<file path="src/source/ilk_crc_cfg.svh">
`ifndef ILK_CRC_CFG_SVH
`define ILK_CRC_CFG_SVH

// interlaken crc24 generator, x^24 term implicit
`define CRC_POLY 24'h328b63

// crc state and data word widths
`define CRC_W 24
`define WORD_W 64

// burst length field and its largest legal value
`define LEN_W 8
`define MAX_LEN 255

// wishbone register map, word addressed
`define REG_DATA 2'd0
`define REG_LEN 2'd1
`define REG_STATUS 2'd2
`define REG_RESULT 2'd3

`endif

</file>
<file path="src/source/ilk_crc_pkg.sv">
`include "ilk_crc_cfg.svh"
`default_nettype none

package ilk_crc_pkg;

	// crc state, also used for a word's evolved contribution
	typedef logic [`CRC_W-1:0] crc24_t;

	// data word and wishbone data bus
	typedef logic [`WORD_W-1:0] word64_t;

	// burst length and words still to come
	typedef logic [`LEN_W-1:0] burst_len_t;

	// earlier terms a beat covers
	// 0 single word burst start, 1 two word burst start, 2 pair mid burst
	typedef logic [1:0] cover_t;

	// burst controller states
	typedef enum logic [1:0] {
		st_idle,
		st_first,
		st_pairs,
		st_drain
	} burst_state_t;

endpackage

`default_nettype wire

</file>
<file path="src/source/beat_pair_gather.sv">
`timescale 1ns/10ps
`default_nettype none

// parks the first word of a pair and issues registered beats
module beat_pair_gather import ilk_crc_pkg::*; (
	input  logic    clk,
	input  logic    arst,
	input  word64_t word,
	input  logic    hold,
	input  logic    emit,
	input  cover_t  beat_cover,
	output logic    beat_valid,
	output cover_t  beat_cover_q,
	output crc24_t  evo_dat_0,
	output crc24_t  evo_dat_n1
);

	word64_t held_word;
	crc24_t  evo_held;
	crc24_t  evo_new;

	// one fold per word in the pair
	crc24_word_fold fold_held_i (.word(held_word), .evo(evo_held));
	crc24_word_fold fold_new_i (.word(word), .evo(evo_new));

	always_ff @(posedge clk) begin
		if (hold)
			held_word <= word;
		// beat payload, only meaningful with beat_valid
		if (emit) begin
			evo_dat_0    <= evo_new;
			evo_dat_n1   <= evo_held;
			beat_cover_q <= beat_cover;
		end
	end

	// one cycle from emit to beat_valid
	always_ff @(posedge clk or posedge arst) begin
		if (arst)
			beat_valid <= 1'b0;
		else
			beat_valid <= emit;
	end

	// a word is either parked or issued, never both
	a_hold_emit_excl: assert property (@(posedge clk) disable iff (arst)
		!(hold && emit));

endmodule

`default_nettype wire

</file>
<file path="src/source/burst_word_counter.sv">
`timescale 1ns/10ps
`default_nettype none

// words left in the burst, plus the drain timer after the last one
module burst_word_counter import ilk_crc_pkg::*; (
	input  logic       clk,
	input  logic       arst,
	input  logic       load,
	input  logic       dec,
	input  burst_len_t len_val,
	output burst_len_t remaining,
	output logic       drain_end
);

	// zero when idle, then counts 1..3 after the last word
	logic [1:0] drain_cnt;

	always_ff @(posedge clk or posedge arst) begin
		if (arst) begin
			remaining <= '0;
			drain_cnt <= 2'd0;
		end else begin
			if (load)
				remaining <= len_val;
			else if (dec)
				remaining <= remaining - 1'b1;
			// timer kicks off as the count hits zero
			if (load)
				drain_cnt <= 2'd0;
			else if (dec && remaining == burst_len_t'(1))
				drain_cnt <= 2'd1;
			else if (drain_cnt != 2'd0)
				drain_cnt <= drain_cnt + 2'd1;
		end
	end

	// three cycles covers gather plus both combiner stages
	assign drain_end = (drain_cnt == 2'd3);

	// controller stops taking words once the count is spent
	a_no_underflow: assert property (@(posedge clk) disable iff (arst)
		dec |-> remaining != '0);

endmodule

`default_nettype wire

</file>
<file path="src/source/crc24_multi_combine.sv">
`timescale 1ns/10ps
`default_nettype none

// merges one beat of evolved words into the running crc
// two stage pipe, rolling crc picked up in stage two so beats can stream
module crc24_multi_combine import ilk_crc_pkg::*; (
	input  logic   clk,
	input  logic   arst,
	input  logic   valid,
	input  cover_t covered,
	input  crc24_t evo_dat_0,
	input  crc24_t evo_dat_n1,
	output crc24_t crc_out
);

	//////////////////////////////
	// all ones seed moved forward by one and two words
	// constant once synthesized
	crc24_t evo_ones;
	crc24_t evox2_ones;

	crc24_zero_advance #(.STEPS(1)) ones_x1_i (.crc_in('1), .crc_out(evo_ones));
	crc24_zero_advance #(.STEPS(2)) ones_x2_i (.crc_in('1), .crc_out(evox2_ones));

	//////////////////////////////
	// older word of a pair sits one word before the newest
	crc24_t evox1_dat_n1;
	// rolling crc moved past both words of a pair
	crc24_t evox2_crc;

	crc24_zero_advance #(.STEPS(1)) dat_n1_x1_i (.crc_in(evo_dat_n1), .crc_out(evox1_dat_n1));
	crc24_zero_advance #(.STEPS(2)) crc_x2_i (.crc_in(crc_out), .crc_out(evox2_crc));

	//////////////////////////////
	// stage one
	logic   last_valid;
	cover_t last_covered;
	crc24_t evo_dat_0_r;
	crc24_t term_n1_r;

	always_ff @(posedge clk or posedge arst) begin
		if (arst) begin
			last_valid   <= 1'b0;
			last_covered <= 2'd0;
		end else begin
			last_valid   <= valid;
			last_covered <= covered;
		end
	end

	always_ff @(posedge clk) begin
		// newest word always counts, no shift needed
		evo_dat_0_r <= evo_dat_0;
		// n1 only counts when the beat is a pair
		term_n1_r   <= (covered == 2'd1 || covered == 2'd2) ? evox1_dat_n1 : '0;
	end

	//////////////////////////////
	// stage two, pick the head term
	crc24_t term_head;

	always_comb begin
		case (last_covered)
			2'd0:    term_head = evo_ones;
			2'd1:    term_head = evox2_ones;
			// mid burst, read crc_out late so the previous beat has landed
			2'd2:    term_head = evox2_crc;
			default: term_head = '0;
		endcase
	end

	always_ff @(posedge clk or posedge arst) begin
		if (arst)
			crc_out <= '1;
		else if (last_valid)
			crc_out <= evo_dat_0_r ^ term_n1_r ^ term_head;
	end

	// gather must never hand over the unused cover code
	a_cover_legal: assert property (@(posedge clk) disable iff (arst)
		valid |-> covered != 2'd3);

	// upstream beat register comes out of reset quiet
	a_quiet_after_reset: assert property (@(posedge clk) $fell(arst) |-> !valid);

endmodule

`default_nettype wire

</file>
<file path="src/source/crc24_word_fold.sv">
`include "ilk_crc_cfg.svh"
`timescale 1ns/10ps
`default_nettype none

// crc24 of a single 64 bit word from a zero seed
// later stages move this term forward by its position in the burst
module crc24_word_fold import ilk_crc_pkg::*; (
	input  word64_t word,
	output crc24_t  evo
);

	always_comb begin
		crc24_t c;
		logic   fb;
		c = '0;
		// msb of the word goes in first
		for (int i = `WORD_W - 1; i >= 0; i--) begin
			fb = c[`CRC_W-1] ^ word[i];
			c = {c[`CRC_W-2:0], 1'b0};
			if (fb)
				c = c ^ `CRC_POLY;
		end
		evo = c;
	end

endmodule

`default_nettype wire

</file>
<file path="src/source/crc24_zero_advance.sv">
`include "ilk_crc_cfg.svh"
`timescale 1ns/10ps
`default_nettype none

// pushes a crc24 state through STEPS words of zero data
// used both for the constant all ones evolutions and for data terms
module crc24_zero_advance import ilk_crc_pkg::*; #(
	parameter int STEPS = 1
) (
	input  crc24_t crc_in,
	output crc24_t crc_out
);

	always_comb begin
		crc24_t c;
		c = crc_in;
		// zero data bit, so feedback comes from the msb alone
		for (int i = 0; i < STEPS * `WORD_W; i++) begin
			if (c[`CRC_W-1])
				c = {c[`CRC_W-2:0], 1'b0} ^ `CRC_POLY;
			else
				c = {c[`CRC_W-2:0], 1'b0};
		end
		// unrolls into a flat xor network
		crc_out = c;
	end

endmodule

`default_nettype wire

</file>
<file path="src/source/crc_burst_fsm.sv">
`timescale 1ns/10ps
`default_nettype none

// burst controller, decides per word whether to park or issue a beat
module crc_burst_fsm import ilk_crc_pkg::*; (
	input  logic       clk,
	input  logic       arst,
	input  logic       len_we,
	input  logic       word_we,
	input  burst_len_t len_val,
	input  burst_len_t remaining,
	input  logic       drain_end,
	output logic       load,
	output logic       dec,
	output logic       hold,
	output logic       emit,
	output cover_t     beat_cover,
	output logic       busy,
	output logic       burst_done
);

	burst_state_t state;
	burst_state_t state_nx;
	// high while a parked word waits for its partner
	logic         phase;
	logic         phase_nx;

	always_ff @(posedge clk or posedge arst) begin
		if (arst) begin
			state <= st_idle;
			phase <= 1'b0;
		end else begin
			state <= state_nx;
			phase <= phase_nx;
		end
	end

	always_comb begin
		state_nx   = state;
		phase_nx   = phase;
		load       = 1'b0;
		dec        = 1'b0;
		hold       = 1'b0;
		emit       = 1'b0;
		beat_cover = 2'd0;
		burst_done = 1'b0;
		case (state)
			st_idle: begin
				// zero length never starts a burst
				if (len_we && len_val != '0) begin
					load     = 1'b1;
					phase_nx = 1'b0;
					state_nx = st_first;
				end
			end
			st_first: begin
				if (word_we) begin
					dec = 1'b1;
					if (phase) begin
						// second word of an even burst
						emit       = 1'b1;
						beat_cover = 2'd1;
						phase_nx   = 1'b0;
						state_nx   = (remaining == burst_len_t'(1)) ? st_drain : st_pairs;
					end else if (remaining[0]) begin
						// odd burst, first word goes out alone
						emit       = 1'b1;
						beat_cover = 2'd0;
						state_nx   = (remaining == burst_len_t'(1)) ? st_drain : st_pairs;
					end else begin
						hold     = 1'b1;
						phase_nx = 1'b1;
					end
				end
			end
			st_pairs: begin
				if (word_we) begin
					dec = 1'b1;
					if (!phase) begin
						hold     = 1'b1;
						phase_nx = 1'b1;
					end else begin
						emit       = 1'b1;
						beat_cover = 2'd2;
						phase_nx   = 1'b0;
					end
					// pairs always end on an issued word
					if (remaining == burst_len_t'(1))
						state_nx = st_drain;
				end
			end
			st_drain: begin
				// extra words land here and are dropped
				if (drain_end) begin
					burst_done = 1'b1;
					state_nx   = st_idle;
				end
			end
			default: state_nx = st_idle;
		endcase
	end

	assign busy = (state != st_idle);

endmodule

`default_nettype wire

</file>
<file path="src/source/ilk_crc_wb_top.sv">
`timescale 1ns/10ps
`default_nettype none

// wishbone crc24 engine, register slave plus burst datapath
module ilk_crc_wb_top import ilk_crc_pkg::*; (
	input  logic       clk,
	input  logic       arst,
	input  logic       wb_cyc,
	input  logic       wb_stb,
	input  logic       wb_we,
	input  logic [1:0] wb_adr,
	input  word64_t    wb_dat_w,
	output word64_t    wb_dat_r,
	output logic       wb_ack
);

	// register slave to controller
	logic       len_we;
	logic       word_we;
	burst_len_t len_val;
	word64_t    word;
	logic       busy;
	logic       burst_done;

	// controller to counter and gather
	logic       load;
	logic       dec;
	logic       hold;
	logic       emit;
	cover_t     beat_cover;
	burst_len_t remaining;
	logic       drain_end;

	// gather to combiner
	logic       beat_valid;
	cover_t     beat_cover_q;
	crc24_t     evo_dat_0;
	crc24_t     evo_dat_n1;
	crc24_t     crc_out;

	wb_crc_regs wb_crc_regs_i (.*);

	crc_burst_fsm crc_burst_fsm_i (.*);

	burst_word_counter burst_word_counter_i (.*);

	beat_pair_gather beat_pair_gather_i (.*);

	crc24_multi_combine crc24_multi_combine_i (
		.valid   (beat_valid),
		.covered (beat_cover_q),
		.*
	);

endmodule

`default_nettype wire

</file>
<file path="src/source/wb_crc_regs.sv">
`include "ilk_crc_cfg.svh"
`timescale 1ns/10ps
`default_nettype none

// wishbone classic slave, never stalls, ack the cycle after
module wb_crc_regs import ilk_crc_pkg::*; (
	input  logic       clk,
	input  logic       arst,
	input  logic       wb_cyc,
	input  logic       wb_stb,
	input  logic       wb_we,
	input  logic [1:0] wb_adr,
	input  word64_t    wb_dat_w,
	output word64_t    wb_dat_r,
	output logic       wb_ack,
	input  logic       busy,
	input  logic       burst_done,
	input  crc24_t     crc_out,
	output logic       len_we,
	output logic       word_we,
	output burst_len_t len_val,
	output word64_t    word
);

	logic    seen;
	logic    wr_seen;
	logic    done;
	word64_t rd_mux;

	// new request, not the tail of one already acked
	assign seen    = wb_cyc && wb_stb && !wb_ack;
	assign wr_seen = seen && wb_we;

	// length only taken between bursts, and only if it fits
	assign len_we  = wr_seen && wb_adr == `REG_LEN && !busy
		&& wb_dat_w <= word64_t'(`MAX_LEN);
	assign word_we = wr_seen && wb_adr == `REG_DATA && busy;
	assign len_val = wb_dat_w[`LEN_W-1:0];
	assign word    = wb_dat_w;

	always_ff @(posedge clk or posedge arst) begin
		if (arst) begin
			wb_ack <= 1'b0;
			done   <= 1'b0;
		end else begin
			wb_ack <= seen;
			// set wins, busy is still high on the done pulse
			if (burst_done)
				done <= 1'b1;
			else if (busy)
				done <= 1'b0;
		end
	end

	always_comb begin
		case (wb_adr)
			`REG_STATUS: rd_mux = {{(`WORD_W-2){1'b0}}, done, busy};
			// final xor of the interlaken crc
			`REG_RESULT: rd_mux = {{(`WORD_W-`CRC_W){1'b0}}, ~crc_out};
			default:     rd_mux = '0;
		endcase
	end

	// read data lines up with ack
	always_ff @(posedge clk) begin
		if (seen)
			wb_dat_r <= rd_mux;
	end

endmodule

`default_nettype wire

</file>
<file path="config.mk">
export PLATFORM = sky130hd
export DESIGN_NAME = ilk_crc_wb_top
export DESIGN_NICKNAME = d
export VERILOG_FILES = /design/src/source/ilk_crc_pkg.sv /design/src/source/beat_pair_gather.sv /design/src/source/burst_word_counter.sv /design/src/source/crc24_multi_combine.sv /design/src/source/crc24_word_fold.sv /design/src/source/crc24_zero_advance.sv /design/src/source/crc_burst_fsm.sv /design/src/source/ilk_crc_wb_top.sv /design/src/source/wb_crc_regs.sv
export VERILOG_INCLUDE_DIRS = /design/src /design/src/source
export SDC_FILE = /design/constraint.sdc
export NUM_CORES = 1
export LEC_CHECK = 0
export ABC_AREA = 1
export BUFFER_PORTS_ARGS = -buffer_cell sky130_fd_sc_hd__clkbuf_2
export CORE_ASPECT_RATIO = 1.2
export CORE_MARGIN = 2
export CORE_UTILIZATION = 37
export CTS_CLUSTER_DIAMETER = 100
export DETAILED_ROUTE_END_ITERATION = 6
export SYNTH_ARGS = -nofsm -noshare
export SYNTH_HDL_FRONTEND = slang
export SYNTH_SLANG_ARGS = --single-unit
</file>
<file path="constraint.sdc">
create_clock -name clk -period 12.3 [get_ports clk]
set_clock_uncertainty 0.1 [all_clocks]
set_input_delay 1.23 -clock clk [delete_from_list [all_inputs] [get_ports clk]]
set_output_delay 1.23 -clock clk [all_outputs]
set_load 0.01 [all_outputs]
</file>
==> qor.csv <==
metric,value,unit
yosysTopAreaCellShare,0.219,
yosys_register_bits,229,
hold_viol_final,0,
numCtsBuffers,25,
ys_top_cells_by_area,"nand2_1, xor2_1, edfxtp_1",
fin_area,0.0532,mm^2
critical_path_class,reg -> reg,
tightest_slew,1.30,ns
drc_errors,12,
clock-sinks,229,
core,0.106,mm^2
synth_cell_types,57,
die_h,363,um
violations,design-rule violations,
cts_max_level,1,
rsz0062_at_grt,yes,
nets,6967,
initial_core_util,0.373,
grt_pass1_wl,184000,um
route.final.wire_length,120000,um
startpoint_type,register,
area_growth,34.1,%
cp_max_fo,7,
outcome,"finished, violations left",
fin_hold_ws,0.241,ns
grt_max_degree,65,
cp_slowest_stage_delay,0.55,ns
slew_headroom,0.130,
finalCriticalPeriod,11.68,ns
crit_arrival,12.06,ns
routabilityCongestion,0.947,
firstDrtPassIters,7,
via_per_inst,4.70,
antenna_left,0,
cp-end-kind,register,
synthesis.area,0.0397,mm^2
grt_overflow,0,
pin_count,136,
post_drt_wl_per_cell,14.5,um
numPortBuffers,95,
ff2ff_setup_slack,0.62,ns
grtUsageTotal,0.204,
crit_slowest_cell,dfstp_2,
synthCells,5920,
fp.dieW,303,um
grt_pass1_vias,36400,
die_area,0.110,mm^2
cts_root_buf,clkbuf_16,
rows,131,
place_hpwl,99100,um
ys_seq_area_frac,0.157,
clkTransAtPathRegs,0.07,ns
drt_iter0_drc,1952,
placed_cell_area,0.0471,mm^2
layoutNonFillerInstCount,8302,
cp_common_cell,nand2_1,
path_delay_family,simple AND/OR/NAND/NOR gates,
finalSetupViolCount,0,
syn-mean-instance-area,6.70,um^2
critPathRequiredTime,12.68,ns
yosysWarnings,0,
fmax,0.0856,GHz
cap_violations,0,
period_share,0.950,
critPathBufInv,22,
synth_top_cell_by_area,nand2_1,
synthFlopType,edfxtp_1,
finalSetupTns,0,ns
antenna_found_initial,2,
synth_edf_count,138,
drive_gt1_frac,0.324,
cts_max_path_buffers,3,
hold_class,reg -> reg,
synthArstFlopShare,0.188,
slew_violations,0,
tritoncts,yes,
routed-via-count,39000,
placedCellCount,8110,
holdBufCountCts,0,
worst_skew_pair.late_latency,0.57,ns
[cells in the mapped netlist (6+ instances only)]
cell,count
a21o_1,6
a21oi_1,26
buf_2,6
buf_4,45
buf_6,9
dfrtp_1,19
dfstp_2,24
dfxtp_1,48
edfxtp_1,138
ha_1,10
inv_1,502
inv_2,25
nand2_1,2317
nand2_2,150
nand2_4,42
nand3_1,740
nand3b_1,21
nand4_1,21
nor2_1,73
nor3_1,11
nor4_1,25
o21ai_0,34
or2_1,14
or2_2,46
xnor2_1,417
xnor2_2,24
xnor2_4,20
xor2_1,956
xor2_2,44
xor2_4,48
[sequential cells by signal, summed over array words and instances, names as in the netlist]
register / cells
crc24_multi_combine_i.crc_out: 24
crc24_multi_combine_i.term_n1_r: 24
crc24_multi_combine_i.last_covered: 2
beat_pair_gather_i.evo_dat_0: 24
wb_crc_regs_i.done: 1
crc24_multi_combine_i.last_valid: 1
burst_word_counter_i.drain_cnt: 2
wb_crc_regs_i.wb_ack: 1
crc_burst_fsm_i.phase: 1
beat_pair_gather_i.held_word: 64
beat_pair_gather_i.beat_cover_q: 2
wb_crc_regs_i.wb_dat_r: 24
crc24_multi_combine_i.evo_dat_0_r: 24
beat_pair_gather_i.beat_valid: 1
crc_burst_fsm_i.state: 2
burst_word_counter_i.remaining: 8
beat_pair_gather_i.evo_dat_n1: 24
[layer usage]
layer | vias to the layer above | routed length, um | track usage
met1 | 17700 | 49800 | 0.244
met4 | 4 | 3770 | 0.0497
li1 | 20300 | - | -
met5 | - | 26 | 0
met2 | 819 | 62500 | 0.384
met3 | 225 | 4290 | 0.0229
[kinds of logic after synthesis]
family	share of synthesized area
compound gates	0.0127
xor+xnor	0.382
fa+ha+maj	0.00315
buf+inv	0.0639
flops	0.157
other cells	0.0000945
simple gates	0.382
[placed cells by master, fill, tap and decap left out, types with 31 or more instances in the layout]
master | netlist | layout
nand2_1 | 2317 | 1854
xor2_1 | 956 | 902
buf_4 | 45 | 846
nand3_1 | 740 | 550
nand2_2 | 150 | 480
inv_1 | 502 | 452
xnor2_1 | 417 | 396
nand2_4 | 42 | 173
nand3_2 | 5 | 149
edfxtp_1 | 138 | 138
clkbuf_2 | 0 | 96
xor2_2 | 44 | 82
inv_2 | 25 | 68
nor2_1 | 73 | 66
xor2_4 | 48 | 64
dfxtp_1 | 48 | 48
nand3_4 | 0 | 46
or2_2 | 46 | 46
conb_1 | 1 | 40
xnor2_2 | 24 | 34
xnor2_4 | 20 | 31
[path summary, 6_finish.rpt]
| check | startpoint | to | cells past startpoint |
|---|---|---|---|
| worst max register to register | crc24_multi_combine_i.crc_out[22]$_DFFE_PP1P_ | crc24_multi_combine_i.crc_out[12]$_DFFE_PP1P_ | 106 |
| worst min-delay path | beat_pair_gather_i.evo_dat_0[1]$_DFFE_PP_ | crc24_multi_combine_i.evo_dat_0_r[1]$_DFF_P_ | 0 |
| min in group asynchronous | arst | burst_word_counter_i.remaining[4]$_DFFE_PP0P_ | 2 |
| max in group asynchronous | arst | crc24_multi_combine_i.last_covered[0]$_DFF_PP0_ | 2 |
| worst min register to register | beat_pair_gather_i.evo_dat_0[1]$_DFFE_PP_ | crc24_multi_combine_i.evo_dat_0_r[1]$_DFF_P_ | 0 |
| worst max-delay path | crc24_multi_combine_i.crc_out[22]$_DFFE_PP1P_ | crc24_multi_combine_i.crc_out[12]$_DFFE_PP1P_ | 106 |
[metrics by stage]
step | setup slack, ns | util
finish | 0.618 | 0.500
global route | -0.303 | 0.500
CTS | 0.00194 | 0.455
detailed placement | -0.605 | 0.442
global placement | -0.399 | 0.442
floorplan | 0.0784 | -
[repair_timing]
item	4_1_cts	5_1_grt
endpoints found under the setup margin	41	66
pin swaps	7	241
cloned	0	1
resized for setup	64	957
buffers inserted	16	128
[cell type report]
| class | instances | area (um^2) |
|---|---|---|
| antenna | 1 | 2.50 |
| clock buffer | 26 | 639 |
| clock inverter | 20 | 249 |
| fill | 10300 | 53200 |
| inverter | 528 | 2000 |
| multi-input combinational | 5133 | 35100 |
| sequential | 229 | 6210 |
| tap | 1396 | 1750 |
| timing repair buffer | 968 | 7210 |
| timing repair inverter | 1 | 5.00 |
Power is left out: the tool's default activity adds up to more than one toggle a clock period on the data nets, which glitch-free logic cannot reach.
